===== src/ctrlPkg.sv =====
`default_nettype none

package ctrlPkg;

    //////////////////////////////////////////////////////////////////////
    // Field widths
    //////////////////////////////////////////////////////////////////////

    localparam int InstrWidth    = 6; // Instruction number.
    localparam int AddrModeWidth = 4; // Addressing-mode code.
    localparam int TimeWidth     = 3; // Time state T0..T6.
    localparam int AluOpWidth    = 4; // ALU operation.
    localparam int AddrSrcWidth  = 2; // Address source select.

    //////////////////////////////////////////////////////////////////////
    // Sequencer codes
    //////////////////////////////////////////////////////////////////////

    localparam logic ModeAddress     = 1'b0; // Addressing steps.
    localparam logic ModeInstruction = 1'b1; // Execution steps.

    localparam logic [TimeWidth-1:0] T0 = 3'd0;
    localparam logic [TimeWidth-1:0] T1 = 3'd1;
    localparam logic [TimeWidth-1:0] T2 = 3'd2;
    localparam logic [TimeWidth-1:0] T3 = 3'd3;
    localparam logic [TimeWidth-1:0] T4 = 3'd4;
    localparam logic [TimeWidth-1:0] T5 = 3'd5;
    localparam logic [TimeWidth-1:0] T6 = 3'd6; // Last legal time state.

    //////////////////////////////////////////////////////////////////////
    // Addressing modes
    //////////////////////////////////////////////////////////////////////

    localparam logic [AddrModeWidth-1:0] AmImplied  = 4'd0; // No operand.
    localparam logic [AddrModeWidth-1:0] AmZeroPage = 4'd1; // One address step.
    localparam logic [AddrModeWidth-1:0] AmAbsolute = 4'd2; // Two address steps.
    localparam logic [AddrModeWidth-1:0] AmIndirect = 4'd3; // Four address steps.

    typedef logic [7:0] opcodeT; // Raw opcode byte.

endpackage

`default_nettype wire

===== src/controlUnit.sv =====
`default_nettype none
`timescale 1ns/10ps

module controlUnit (
    input  wire logic                                clk,
    input  wire logic                                nrst,
    input  wire logic                                opValid,
    input  wire ctrlPkg::opcodeT                     opData,
    output logic                                     opReady,
    input  wire logic                                ctrlReady,
    output logic                                     ctrlValid,
    output logic                                     ctrlMode,
    output logic [ctrlPkg::TimeWidth-1:0]            ctrlTime,
    output logic [ctrlPkg::InstrWidth-1:0]           ctrlInstr,
    output logic [ctrlPkg::AddrSrcWidth-1:0]         ctrlAddrSrc,
    output logic [ctrlPkg::AluOpWidth-1:0]           ctrlAluOp,
    output logic                                     ctrlRegWrite,
    output logic                                     ctrlMemWrite,
    output logic                                     ctrlLast
);

    //////////////////////////////////////////////////////////////////////
    // Internal nets
    //////////////////////////////////////////////////////////////////////

    logic                                decValid;
    logic [ctrlPkg::InstrWidth-1:0]      decInstr;
    logic [ctrlPkg::AddrModeWidth-1:0]   decAddrMode;
    logic                                mode;
    logic [ctrlPkg::TimeWidth-1:0]       timeState;
    logic [ctrlPkg::InstrWidth-1:0]      curInstr;
    logic [ctrlPkg::AddrModeWidth-1:0]   curAddrMode;
    logic                                noAddressing;
    logic [ctrlPkg::AddrSrcWidth-1:0]    addrSrc;
    logic                                addrLast;
    logic [ctrlPkg::AluOpWidth-1:0]      aluOp;
    logic                                regWrite;
    logic                                memWrite;
    logic                                execLast;
    logic                                advance;
    logic                                getInstruction;
    logic                                endAddressing;

    //////////////////////////////////////////////////////////////////////
    // Blocks
    //////////////////////////////////////////////////////////////////////

    opcodeDecoder i_opcodeDecoder (
        .clk            (clk),
        .nrst           (nrst),
        .opValid        (opValid),
        .opData         (opData),
        .opReady        (opReady),
        .getInstruction (getInstruction),
        .decValid       (decValid),
        .decInstr       (decInstr),
        .decAddrMode    (decAddrMode)
    );

    timingSequencer i_timingSequencer (
        .clk            (clk),
        .nrst           (nrst),
        .advance        (advance),
        .noAddressing   (noAddressing),
        .getInstruction (getInstruction),
        .endAddressing  (endAddressing),
        .decInstr       (decInstr),
        .decAddrMode    (decAddrMode),
        .mode           (mode),
        .timeState      (timeState),
        .curInstr       (curInstr),
        .curAddrMode    (curAddrMode)
    );

    addrStepRom i_addrStepRom (
        .curAddrMode  (curAddrMode),
        .timeState    (timeState),
        .noAddressing (noAddressing),
        .addrSrc      (addrSrc),
        .addrLast     (addrLast)
    );

    execStepRom i_execStepRom (
        .curInstr  (curInstr),
        .timeState (timeState),
        .aluOp     (aluOp),
        .regWrite  (regWrite),
        .memWrite  (memWrite),
        .execLast  (execLast)
    );

    stepMerge i_stepMerge (
        .clk            (clk),
        .nrst           (nrst),
        .mode           (mode),
        .timeState      (timeState),
        .curInstr       (curInstr),
        .noAddressing   (noAddressing),
        .decValid       (decValid),
        .addrSrc        (addrSrc),
        .addrLast       (addrLast),
        .aluOp          (aluOp),
        .regWrite       (regWrite),
        .memWrite       (memWrite),
        .execLast       (execLast),
        .advance        (advance),
        .getInstruction (getInstruction),
        .endAddressing  (endAddressing),
        .ctrlReady      (ctrlReady),
        .ctrlValid      (ctrlValid),
        .ctrlMode       (ctrlMode),
        .ctrlTime       (ctrlTime),
        .ctrlInstr      (ctrlInstr),
        .ctrlAddrSrc    (ctrlAddrSrc),
        .ctrlAluOp      (ctrlAluOp),
        .ctrlRegWrite   (ctrlRegWrite),
        .ctrlMemWrite   (ctrlMemWrite),
        .ctrlLast       (ctrlLast)
    );

endmodule

`default_nettype wire


===== src/stepMerge.sv =====
`default_nettype none
`timescale 1ns/10ps

module stepMerge (
    input  wire logic                                clk,
    input  wire logic                                nrst,
    input  wire logic                                mode,
    input  wire logic [ctrlPkg::TimeWidth-1:0]       timeState,
    input  wire logic [ctrlPkg::InstrWidth-1:0]      curInstr,
    input  wire logic                                noAddressing,
    input  wire logic                                decValid,
    input  wire logic [ctrlPkg::AddrSrcWidth-1:0]    addrSrc,
    input  wire logic                                addrLast,
    input  wire logic [ctrlPkg::AluOpWidth-1:0]      aluOp,
    input  wire logic                                regWrite,
    input  wire logic                                memWrite,
    input  wire logic                                execLast,
    output logic                                     advance,
    output logic                                     getInstruction,
    output logic                                     endAddressing,
    input  wire logic                                ctrlReady,
    output logic                                     ctrlValid,
    output logic                                     ctrlMode,
    output logic [ctrlPkg::TimeWidth-1:0]            ctrlTime,
    output logic [ctrlPkg::InstrWidth-1:0]           ctrlInstr,
    output logic [ctrlPkg::AddrSrcWidth-1:0]         ctrlAddrSrc,
    output logic [ctrlPkg::AluOpWidth-1:0]           ctrlAluOp,
    output logic                                     ctrlRegWrite,
    output logic                                     ctrlMemWrite,
    output logic                                     ctrlLast
);

    logic inAddress;   // Addressing table is active.
    logic regFree;     // Output register can take a word.
    logic bubble;      // Mode switch with no word.
    logic lastPending; // Last step waits for the next opcode.
    logic produce;     // A word is loaded this cycle.

    //////////////////////////////////////////////////////////////////////
    // Stepping control
    //////////////////////////////////////////////////////////////////////

    assign inAddress   = (mode == ctrlPkg::ModeAddress);
    assign regFree     = !ctrlValid || ctrlReady;
    assign bubble      = inAddress && noAddressing;
    assign lastPending = !inAddress && execLast && !decValid;

    assign advance = regFree && !lastPending;
    assign produce = advance && !bubble;

    assign endAddressing  = advance && inAddress && addrLast;
    assign getInstruction = advance && !inAddress && execLast;

    //////////////////////////////////////////////////////////////////////
    // Output register
    //////////////////////////////////////////////////////////////////////

    always_ff @(posedge clk or negedge nrst) begin
        if (!nrst) begin
            ctrlValid <= 1'b0;
        end else if (produce) begin
            ctrlValid <= 1'b1;
        end else if (ctrlReady) begin
            ctrlValid <= 1'b0; // Drained with nothing behind it.
        end
    end

    always_ff @(posedge clk or negedge nrst) begin
        if (!nrst) begin
            ctrlMode     <= ctrlPkg::ModeAddress;
            ctrlTime     <= ctrlPkg::T0;
            ctrlInstr    <= '0;
            ctrlAddrSrc  <= '0;
            ctrlAluOp    <= '0;
            ctrlRegWrite <= 1'b0;
            ctrlMemWrite <= 1'b0;
            ctrlLast     <= 1'b0;
        end else if (produce) begin
            ctrlMode     <= mode;
            ctrlTime     <= timeState;
            ctrlInstr    <= curInstr;
            ctrlAddrSrc  <= inAddress ? addrSrc : '0;
            ctrlAluOp    <= inAddress ? '0 : aluOp; // No ALU during addressing.
            ctrlRegWrite <= !inAddress && regWrite;
            ctrlMemWrite <= !inAddress && memWrite;
            ctrlLast     <= inAddress ? addrLast : execLast;
        end
    end

endmodule

`default_nettype wire


===== src/execStepRom.sv =====
`default_nettype none
`timescale 1ns/10ps

module execStepRom (
    input  wire logic [ctrlPkg::InstrWidth-1:0]      curInstr,
    input  wire logic [ctrlPkg::TimeWidth-1:0]       timeState,
    output logic [ctrlPkg::AluOpWidth-1:0]           aluOp,
    output logic                                     regWrite,
    output logic                                     memWrite,
    output logic                                     execLast
);

    logic [ctrlPkg::TimeWidth-1:0] lastTime; // Final step index.

    // Instruction runs 1 + (instr mod 4) steps.
    assign lastTime = ctrlPkg::TimeWidth'(curInstr[1:0]);
    assign execLast = (timeState == lastTime);

    // Results are committed on the last step only.
    assign aluOp    = execLast ? curInstr[ctrlPkg::AluOpWidth-1:0] : '0;
    assign regWrite = execLast && curInstr[4];
    assign memWrite = execLast && curInstr[5];

endmodule

`default_nettype wire


===== src/addrStepRom.sv =====
`default_nettype none
`timescale 1ns/10ps

module addrStepRom (
    input  wire logic [ctrlPkg::AddrModeWidth-1:0]   curAddrMode,
    input  wire logic [ctrlPkg::TimeWidth-1:0]       timeState,
    output logic                                     noAddressing,
    output logic [ctrlPkg::AddrSrcWidth-1:0]         addrSrc,
    output logic                                     addrLast
);

    logic [ctrlPkg::TimeWidth-1:0] stepCount; // Addressing steps of the mode.
    logic [ctrlPkg::TimeWidth-1:0] lastTime;

    always_comb begin
        case (curAddrMode)
            ctrlPkg::AmZeroPage: stepCount = 3'd1;
            ctrlPkg::AmAbsolute: stepCount = 3'd2;
            ctrlPkg::AmIndirect: stepCount = 3'd4;
            default:             stepCount = 3'd0; // Implied and unused codes.
        endcase
    end

    assign lastTime     = stepCount - 1'b1;
    assign noAddressing = (stepCount == '0);

    // Each step drives the address bus from a different source.
    assign addrSrc  = timeState[ctrlPkg::AddrSrcWidth-1:0];
    assign addrLast = !noAddressing && (timeState == lastTime);

endmodule

`default_nettype wire


===== src/timingSequencer.sv =====
`default_nettype none
`timescale 1ns/10ps

module timingSequencer (
    input  wire logic                                clk,
    input  wire logic                                nrst,
    input  wire logic                                advance,
    input  wire logic                                noAddressing,
    input  wire logic                                getInstruction,
    input  wire logic                                endAddressing,
    input  wire logic [ctrlPkg::InstrWidth-1:0]      decInstr,
    input  wire logic [ctrlPkg::AddrModeWidth-1:0]   decAddrMode,
    output logic                                     mode,
    output logic [ctrlPkg::TimeWidth-1:0]            timeState,
    output logic [ctrlPkg::InstrWidth-1:0]           curInstr,
    output logic [ctrlPkg::AddrModeWidth-1:0]        curAddrMode
);

    logic                              nextMode;
    logic [ctrlPkg::TimeWidth-1:0]     nextTime;

    //////////////////////////////////////////////////////////////////////
    // Mode and time-state next state
    //////////////////////////////////////////////////////////////////////

    always_comb begin
        nextMode = mode;
        if (endAddressing) begin
            nextMode = ctrlPkg::ModeInstruction; // Operand ready, start execution.
            nextTime = ctrlPkg::T0;
        end else if (getInstruction) begin
            nextMode = ctrlPkg::ModeAddress; // New opcode starts with addressing.
            nextTime = ctrlPkg::T0;
        end else begin
            case (timeState)
                ctrlPkg::T0: nextTime = ctrlPkg::T1;
                ctrlPkg::T1: nextTime = ctrlPkg::T2;
                ctrlPkg::T2: nextTime = ctrlPkg::T3;
                ctrlPkg::T3: nextTime = ctrlPkg::T4;
                ctrlPkg::T4: nextTime = ctrlPkg::T5;
                ctrlPkg::T5: nextTime = ctrlPkg::T6;
                default:     nextTime = ctrlPkg::T0; // Wrap after T6.
            endcase
        end

        // Modes without operand skip straight to execution.
        if ((mode == ctrlPkg::ModeAddress) && noAddressing) begin
            nextMode = ctrlPkg::ModeInstruction;
            nextTime = ctrlPkg::T0;
        end
    end

    //////////////////////////////////////////////////////////////////////
    // State registers
    //////////////////////////////////////////////////////////////////////

    always_ff @(posedge clk or negedge nrst) begin
        if (!nrst) begin
            mode      <= ctrlPkg::ModeAddress;
            timeState <= ctrlPkg::T0;
        end else if (advance) begin
            mode      <= nextMode;
            timeState <= nextTime;
        end
    end

    always_ff @(posedge clk or negedge nrst) begin
        if (!nrst) begin
            curInstr    <= '0;
            curAddrMode <= ctrlPkg::AmImplied;
        end else if (advance && getInstruction) begin
            curInstr    <= decInstr; // Latch the buffered opcode.
            curAddrMode <= decAddrMode;
        end
    end

endmodule

`default_nettype wire


===== src/opcodeDecoder.sv =====
`default_nettype none
`timescale 1ns/10ps

module opcodeDecoder (
    input  wire logic                                clk,
    input  wire logic                                nrst,
    input  wire logic                                opValid,
    input  wire ctrlPkg::opcodeT                     opData,
    output logic                                     opReady,
    input  wire logic                                getInstruction,
    output logic                                     decValid,
    output logic [ctrlPkg::InstrWidth-1:0]           decInstr,
    output logic [ctrlPkg::AddrModeWidth-1:0]        decAddrMode
);

    logic            bufValid; // Buffer holds an opcode.
    ctrlPkg::opcodeT bufData;

    // Free slot, or the held opcode leaves this cycle.
    assign opReady = !bufValid || getInstruction;

    always_ff @(posedge clk or negedge nrst) begin
        if (!nrst) begin
            bufValid <= 1'b0;
        end else if (opValid && opReady) begin
            bufValid <= 1'b1; // Refill, possibly while consumed.
        end else if (getInstruction) begin
            bufValid <= 1'b0;
        end
    end

    always_ff @(posedge clk) begin
        if (opValid && opReady) begin
            bufData <= opData;
        end
    end

    assign decValid = bufValid;
    assign decInstr = bufData[7:2]; // Upper six bits pick the instruction.

    always_comb begin
        case (bufData[1:0])
            2'b00:   decAddrMode = ctrlPkg::AmImplied;
            2'b01:   decAddrMode = ctrlPkg::AmZeroPage;
            2'b10:   decAddrMode = ctrlPkg::AmAbsolute;
            default: decAddrMode = ctrlPkg::AmIndirect;
        endcase
    end

endmodule

`default_nettype wire


===== config.mk =====
export PLATFORM = sky130hd
export DESIGN_NAME = controlUnit
export DESIGN_NICKNAME = d
export VERILOG_FILES = /design/src/ctrlPkg.sv /design/src/controlUnit.sv /design/src/stepMerge.sv /design/src/execStepRom.sv /design/src/addrStepRom.sv /design/src/timingSequencer.sv /design/src/opcodeDecoder.sv
export SDC_FILE = /design/constraint.sdc
export NUM_CORES = 1
export LEC_CHECK = 0
export ABC_AREA = 1
export BUFFER_PORTS_ARGS = -buffer_cell sky130_fd_sc_hd__buf_2
export CAP_MARGIN = 20
export CORE_MARGIN = 4
export CORE_UTILIZATION = 59
export DETAILED_ROUTE_END_ITERATION = 6
export PLACE_DENSITY = 0.84
export SETUP_SLACK_MARGIN = 0.2
export SYNTH_ARGS = -nofsm -noshare
export SYNTH_HDL_FRONTEND = slang
export SYNTH_SLANG_ARGS = --single-unit
export TNS_END_PERCENT = 50

===== constraint.sdc =====
create_clock -name clk -period 3.1 [get_ports clk]
set_input_delay 0.62 -clock clk [delete_from_list [all_inputs] [get_ports clk]]
set_output_delay 0.62 -clock clk [all_outputs]
set_load 0.05 [all_outputs]

* After elaboration in Yosys (flattened, before gate mapping) *
Index checks and enable logic that the tools add are counted.

operators by class
  add/subtract/negate cells = 1
  equality and inequality tests = 12
  muxes and demuxes = 16
  bitwise operators = 1
  reduce and logical (&&, ||, !) cells = 30

operators with widths
  cell                   number
  $pmux W3 S6            1
  $logic_and A1 B1 Y1    16
  $mux W3                3
  $pmux W3 S3            1
  $eq A4 B2 Y1 const B   2
  $mux W4                2
  $mux W1                7
  $eq A3 B2 Y1 const B   2
  $eq A3 B3 Y1 const B   2
  $logic_not A3 Y1       2
  $pmux W2 S3            1
  $logic_not A1 Y1       5
  $eq A4 B1 Y1 const B   1
  $reduce_bool A2 Y1     2
  $eq A3 B1 Y1 const B   1
  $eq A3 B2 Y1           1
  $eq A3 B3 Y1           1
  $reduce_bool A3 Y1     1
  $sub A3 B1 Y3 const B  1
  $eq A2 B1 Y1 const B   1
  $eq A2 B2 Y1 const B   1
  $logic_not A2 Y1       1
  $logic_or A1 B1 Y1     2
  $mux W2                1
  2 further kinds        2

word-level totals
  register bits = 43
  input bits = 12
  word-level logic and storage cells = 75

* Longest topological paths before layout *
Gate-level depths: netlist of run 1.

  depth in word-level cells = 10
  depth in mapped cells = 11

* Hierarchy *
Synthesis of run 1 repeated with hierarchy kept, for this count alone.

second synthesis, totals
  cell total of the unflattened synthesis = 257
  area total of the unflattened synthesis = 2153.3 µm²

modules (own cells, without submodules)
  module           times used  cells each  area each (µm²)  seq. area each (µm²)
  stepMerge        1           106         895.9            500.5
  timingSequencer  1           78          613.1            350.3
  opcodeDecoder    1           25          356.6            265.3
  execStepRom      1           26          151.4            0.0
  addrStepRom      1           22          136.4            0.0

* Worst setup path before layout of run 1 *
OpenSTA, ideal clock, no wires.

  kind = flip-flop to output port
  start = reg i_stepMerge.ctrlValid
  end = out opReady
  arrival time = 1.379 ns
  data required time = 2.480 ns
  path slack = 1.101 ns
  cell stages (with the launch flop) = 4
  cell sequence = dfrtp_1 > nand2_1 > nand4_1 > nand2_1

on the way
  longest elaborated chain between the ends = 6

ends and longest elaborated chain
  what                               RTL line             RTL
  start: declaration                 stepMerge.sv:22      output logic ctrlValid,
  start signal: assignment           stepMerge.sv:60      ctrlValid <= 1'b0;
  start signal: assignment           stepMerge.sv:62      ctrlValid <= 1'b1;
  start signal: assignment           stepMerge.sv:64      ctrlValid <= 1'b0;
  $logic_not A1 Y1                   stepMerge.sv:44      assign regFree = !ctrlValid || ctrlReady;
  $logic_or A1 B1 Y1                 stepMerge.sv:44
  $logic_and A1 B1 Y1                stepMerge.sv:48      assign advance = regFree && !lastPending;
  $logic_and A1 B1 Y1 (2 in series)  stepMerge.sv:52      assign getInstruction = advance && !inAddress && execLast;
  $logic_or A1 B1 Y1                 opcodeDecoder.sv:20  assign opReady = !bufValid || getInstruction;
  end: declaration                   controlUnit.sv:9     output logic opReady,

No other way between the ends.

* Worst setup path after layout of run 1 *
  start = reg i_timingSequencer.timeState[2] (netlist name)
  end = out opReady

on the way
  longest elaborated chain between the ends = 8

ends and longest elaborated chain
  what                               RTL line               RTL
  start: declaration                 timingSequencer.sv:14  output logic [ctrlPkg::TimeWidth-1:0] timeState,
  start signal: assignment           timingSequencer.sv:60  timeState <= ctrlPkg::T0;
  start signal: assignment           timingSequencer.sv:63  timeState <= nextTime;
  $eq A3 B2 Y1 (*)                   execStepRom.sv:17      assign execLast = (timeState == lastTime);
  $logic_and A1 B1 Y1 (2 in series)  stepMerge.sv:46        assign lastPending = !inAddress && execLast && !decValid;
  $logic_not A1 Y1                   stepMerge.sv:48
  $logic_and A1 B1 Y1                stepMerge.sv:48
  $logic_and A1 B1 Y1                stepMerge.sv:52
  $logic_and A1 B1 Y1 (*)            stepMerge.sv:52
  $logic_or A1 B1 Y1 (*)             opcodeDecoder.sv:20

Every way passes the cells marked *; elsewhere a longest branch is shown, timed or not.

==> results of run 1 <==
## logic make-up after synthesis
family,count (synthesis),share of synthesized area
AOI/OAI and AO/OA,30,0.104
and+or+nand+nor,83,0.225
adders and majority gates,2,0.0136
buffers and inverters,24,0.0740
xor gates and xnor gates,1,0.00476
DFF,41,0.579
## metal layers
| metal | wire (µm) | vias up |
|---|---|---|
| li1 | - | 658 |
| met1 | 1390 | 591 |
| met2 | 1320 | 44 |
| met3 | 228 | 5 |
| met4 | 44 | 0 |
| met5 | 0 | - |
## worst reg2reg max path, stage by stage (launching register included)
cell and delay (ns):
dfrtp_1 0.44, inv_2 0.16, nand2_1 0.08, nor2_2 0.23, nand4_1 0.21, a21oi_1 0.57
## final timing paths
kind,slack [ns],end,startpoint,cells past startpoint
setup / recovery,0.64,opReady,i_timingSequencer.timeState[2],6
hold / removal,0.30,i_timingSequencer.timeState[2],nrst,1
setup reg to reg,1.06,i_opcodeDecoder.bufData[5],i_timingSequencer.timeState[2],5
hold reg to reg,0.47,i_timingSequencer.curInstr[3],i_opcodeDecoder.bufData[5],2
max in group asynchronous,2.34,i_stepMerge.ctrlInstr[5],nrst,1
min in group clk,0.44,i_opcodeDecoder.bufData[6],opData[6],1
## cell usage after synthesis, types with 2 or more instances
master    count  area share
nand2_2       9       0.031
inv_1        14       0.029
dfrtp_1      33        0.45
nand2_1      50        0.10
nand4_1       7       0.024
buf_12        2       0.022
nor2_1        6       0.012
inv_2         4      0.0081
nor2_2        2      0.0068
o21ai_2      11       0.052
nor2_4        2       0.012
o21ai_0      18       0.049
edfxtp_1      8        0.13
ha_1          2       0.014
nand3_1       3      0.0081
## final cells by class
type	count	area (µm²)
Inverter	18	67.6
Clock inverter	3	65.1
Multi-Input combinational cell	116	639
Sequential cell	41	1070
Clock buffer	5	37.5
Timing Repair Buffer	32	160
Tap cell	44	55.1
Fill cell	248	937
## registers in the layout, summed over array words and instances, names as in the netlist, 2 cells and up
signal / cells
i_timingSequencer.curInstr: 6
i_timingSequencer.curAddrMode: 2
i_stepMerge.ctrlTime: 3
i_stepMerge.ctrlAluOp: 4
i_stepMerge.ctrlAddrSrc: 2
i_timingSequencer.timeState: 3
i_opcodeDecoder.bufData: 8
i_stepMerge.ctrlInstr: 6
## stage by stage
step	util	hold slack (ns)	cell area (µm²)	setup slack, ns	std cells
2_1_floorplan	-	0.324	1840	1.10	181
3_5_place_dp	0.657	0.445	1990	0.997	251
6_report	0.690	0.304	2090	0.635	259
4_1_cts	0.690	0.331	2090	0.634	259
5_1_grt	0.690	0.349	2090	0.471	259
3_3_place_gp	0.657	0.437	1990	1.01	251
## cell usage in the layout, fill, tap and decap left out, types with 2 or more instances in the layout
master	count
nand2_1	50
nor2_2	2
o21ai_0	18
nor2_4	2
dfrtp_1	33
nor2_1	6
nand2_2	9
o21ai_2	11
inv_1	14
clkbuf_4	5
edfxtp_1	8
buf_2	32
nand3_1	3
nand4_1	7
ha_1	2
inv_2	4
bufinv_16	2
==> results.toml, run 1 <==
[cts]
cts_tree = "yes"
cts_setup_buffers = 0
clock_sinks = 41
h-tree-depth = 2
clkTransAtPathRegs_ns = 0.12
clk_path_buf_depth = 2
cts_hold_buffers = 0
root_buffer = "clkbuf_4"
numCtsBuffers = 5
cts_resized = 0
insertion_delay_ns = 0.34

[floorplanning]
io_pins = 33
fp.dieArea_um2 = 4080
rows = 20
coreArea_um2 = 3030
dieHeight_um = 63.9
initial_core_util = 0.608
die_w_um = 63.9

[timing]
tns_ns = 0
max_slew.worst_pin.slew_ns = 0.693
finClkSkew_ns = 0.0102
period_needed_ns = 2.46
relSlewSlack = 0.538
slew_viol_final = 0
timing.final.hold_violations = 0
period_share = 0.795
rsz0062_at_grt = "false"
setup_viol = 0
max_freq_mhz = 406

[global_routing]
grt.busiest_layer = "met2"
antenna_found_initial = 0
gr-usage-met1 = 0.223
met2_usage = 0.248
grtUsageMet3 = 0.0422
grt_start_max_net_pins = 40
overflow = 0
grt_pass1_vias = 1179
grt_first_pass_wirelength_mm = 5.26
track_usage = 0.164

[critical_path]
critPathRequiredTime_ns = 2.48
critPathBufInv = 2
cp-start-kind = "flip-flop"
path_delay_family = "simple AND/OR/NAND/NOR gates"
cpMostUsedCell = "nand2_1"
cp-end-kind = "output port"
path_cells = "inv_2, nand2_1, nor2_2, nand4_1, nand2_1, buf_2"
worstSetupPathType = "flip-flop to output port"
critPathSlowestCell = "dfrtp_1"
crit_fanout = 10
max_stage_delay_ns = 0.44
worst-endpoint-arrival_ns = 1.84

[synth]
netlist_instances = 181
syn_area_um2 = 1840
synth_enable_flop_cells = 8
synth_cell_types = 25
syn_nets = 195
postSynthAreaPerCell_um2 = 10.2
synthFlopType = "dfrtp_1"
synth_seq_area_share = 0.579
ys_ff_latch = 41
ys_warn_count = 0
synthArstFlopShare = 0.805

[place]
portBuffers = 32
routabilityCongestion = 0.825
dpl.hpwl_mm = 2.12

[detailed_routing]
drtIter0Drc = 97
wl_per_cell_um = 11.5
dr_total_vias = 1298
remaining_drc_errors = 0
dr.pass1.iters = 4
ant_nets = 0
wl_mm = 2.98
viasPerCell = 5.01

[run]
max-cap-violations = 0

[layout]
diodes = 0
syn_to_final_growth_pct = 13.5
drive_gt1_frac = 0.330
nets = 228

[run_status]
status = "finished, final reports clean"

[hold_path]
timing.hold.worst.class = "input pin to asynchronous set/reset pin"
Power of run 1 is left out: the tool's default activity adds up to more than one toggle a clock period on the data nets, which glitch-free logic cannot reach.
==> inputs of run 2 (changes only) <==
--- a/config.mk
+++ b/config.mk
@@ -5,13 +5,13 @@
 export SDC_FILE = /design/constraint.sdc
 export NUM_CORES = 1
 export LEC_CHECK = 0
-export ABC_AREA = 1
+export ABC_AREA = 0
 export BUFFER_PORTS_ARGS = -buffer_cell sky130_fd_sc_hd__buf_2
 export CAP_MARGIN = 20
 export CORE_MARGIN = 4
-export CORE_UTILIZATION = 59
+export CORE_UTILIZATION = 48
 export DETAILED_ROUTE_END_ITERATION = 6
-export PLACE_DENSITY = 0.84
+export PLACE_DENSITY = 0.74
 export SETUP_SLACK_MARGIN = 0.2
 export SYNTH_ARGS = -nofsm -noshare
 export SYNTH_HDL_FRONTEND = slang
==> constraint.sdc (replaced) <==
create_clock -name clk -period 2.2 [get_ports clk]
set_input_delay 0.44 -clock clk [delete_from_list [all_inputs] [get_ports clk]]
set_output_delay 0.44 -clock clk [all_outputs]
set_load 0.05 [all_outputs]
==> run 2 against run 1 <==
Global-route usage rose by 0.36 points; synthesized cell count is 33% lower; critical path depth is 1 lower.
==> results.toml, run 2 <==
[synth]
synth_common_cells = "dfrtp_1 (33), mux2_2 (16), edfxtp_1 (8)"
synth_seq_area_share = 0.623
syn_area_um2 = 1710
ys_warn_count = 0
synth_enable_flop_cells = 8
syn_nets = 136
synth_top_cell_area_share = 0.482
synth_most_common_cell = "dfrtp_1"
ys_ff_latch = 41
synthArstFlopShare = 0.805
synth_cell_types = 37
synthFlopType = "dfrtp_1"
synth_top_area_cell = "dfrtp_1"
netlist_instances = 122
postSynthAreaPerCell_um2 = 14.0
yosys-top-cells-area = "dfrtp_1 (48%), edfxtp_1 (14%), mux2_2 (11%)"

[layout]
mostFrequentLayoutCells = "dfrtp_1 (33), buf_2 (31), mux2_2 (16), buf_4 (15), edfxtp_1 (8)"
diodes = 0
fin_cells = 218
multi_input_area_um2 = 603
regMostFlops = "i_opcodeDecoder.bufData"
nets = 185
reg.largest.list = "i_opcodeDecoder.bufData x8, i_stepMerge.ctrlInstr x6, i_timingSequencer.curInstr x6"
drive_gt1_frac = 0.471
fill_cells = 268
largest_reg_flops = 8
syn_to_final_growth_pct = 23.0
final_common_cell = "dfrtp_1"
ff_latch_area_um2 = 1070

[critical_path]
critPathSlowestCell = "dfrtp_1"
critPathRequiredTime_ns = 1.76
worst-endpoint-arrival_ns = 1.62
cp-start-kind = "flip-flop"
path_cells = "or2b_4, nor3_4, nand3_2, nand2_2, buf_8"
crit_fanout = 4
cp-end-kind = "output port"
worstSetupPathType = "flip-flop to output port"
max_stage_delay_ns = 0.37

[detailed_routing]
highest_layer = "met4"
remaining_drc_errors = 0
dr.pass1.iters = 5
wl_met1_mm = 1.48
dr_total_vias = 1131
dr_wl_met2_mm = 1.54
wl_mm = 3.28
ant_nets = 0
wl_per_cell_um = 15.1
met3_length_um = 178
drtIter0Drc = 47
viasPerCell = 5.19

[global_routing]
grt_start_max_net_pins = 34
grt_first_pass_wirelength_mm = 5.49
antenna_found_initial = 0
track_usage = 0.168
overflow = 0
grt_pass1_vias = 1135

[timing]
timing.final.hold_violations = 0
max_slew.worst_pin.slew_ns = 0.729
fin_ws_ns = 0.139
hold_slack_ns = 0.139
relSlewSlack = 0.514
period_needed_ns = 2.06
tns_ns = 0
period_share = 0.937
max_freq_mhz = 485
slew_viol_final = 0
setup_viol = 0
finClkSkew_ns = 0.0110
rsz0062_at_grt = "true"

[cts]
insertion_delay_ns = 0.35
clk_path_buf_depth = 2
root_buffer = "clkbuf_4"
cts_tree = "yes"
h-tree-depth = 2
numCtsBuffers = 5
clock_sinks = 41
clkTransAtPathRegs_ns = 0.12

[run]
max-cap-violations = 0

[place]
pre_cts_ws_ns = 0.220
dpl.hpwl_mm = 2.17
dp_cells = 202
routabilityCongestion = 0.858
portBuffers = 32

[run_status]
status = "finished, final reports clean"

[floorplanning]
die_w_um = 67.7
rows = 21
dieHeight_um = 67.7
coreArea_um2 = 3390
initial_core_util = 0.505
fp.dieArea_um2 = 4590
io_pins = 33

[hold_path]
timing.hold.worst.class = "input pin to asynchronous set/reset pin"
-- run 2: changes by cell type after synthesis, moves of 4 or more --
cell	previous run	this run
a22o_1	0	6
inv_1	14	5
inv_2	4	0
mux2_2	0	16
nand2_1	50	7
nand2_2	9	0
nand4_1	7	1
nor2_1	6	1
o21ai_0	18	4
o21ai_2	11	0
-- run 2: routing by layer --
metal / up-vias / GRT usage
li1: 538 / -
met2: 33 / 0.259
met5: - / 0
met4: 0 / 0.101
met1: 551 / 0.213
met3: 9 / 0.0399
-- run 2: layout make-up --
class | instances | share of cell area
flip-flops and latches | 41 | 0.507
well taps | 46 | 0.0273
repair buffers | 48 | 0.140
clock inverters | 2 | 0.00654
inverters | 5 | 0.00892
multi-input cells | 70 | 0.287
clock buffers | 6 | 0.0244
-- run 2: path summary, 6_finish.rpt --
kind                            slack [ns]                        endpoint  depth (start not counted)                          start
worst max-delay path                  0.14                         opReady                          5         i_timingSequencer.mode
worst min-delay path                  0.14  i_timingSequencer.timeState[0]                          1                           nrst
worst max register to register        0.21         i_stepMerge.ctrlTime[2]                          6  i_timingSequencer.curInstr[1]
worst min register to register        0.49   i_timingSequencer.curInstr[0]                          1     i_opcodeDecoder.bufData[2]
max in group asynchronous             1.60            i_stepMerge.ctrlMode                          1                           nrst
min in group clk                      0.26      i_opcodeDecoder.bufData[3]                          1                      opData[3]
-- run 2: worst max-delay path: cells and delay by family (launching register included) --
kind	cells	cell delay (ns)
buf+inv	1	0.15
flops	1	0.37
simple gates	4	0.75
-- run 2: kinds of logic (layout without fill, tap and decap cells) --
family | count (synthesis) | in the layout | synth area share
flip-flops | 41 | 41 | 0.623
AND/OR/NAND/NOR | 25 | 25 | 0.0797
AO/OA/AOI/OAI | 22 | 22 | 0.102
multiplexers | 17 | 17 | 0.114
buffers and inverters | 11 | 61 | 0.0424
XOR/XNOR | 4 | 4 | 0.0249
adder cells (fa/ha/maj) | 2 | 2 | 0.0146
-- run 2: per-stage QoR --
stage,cell area (µm²),util
2_1_floorplan,1710,-
3_3_place_gp,1940,0.571
3_5_place_dp,1940,0.571
4_1_cts,2060,0.609
5_1_grt,2100,0.621
6_report,2100,0.621
-- run 2: what timing repair did --
item	4_1_cts	5_1_grt
pin swaps	5	2
gates resized for setup	4	6
endpoints found under the setup margin	1	4
buffers inserted	6	2
hold buffers	0	0
Power of run 2 is left out for the same reason.
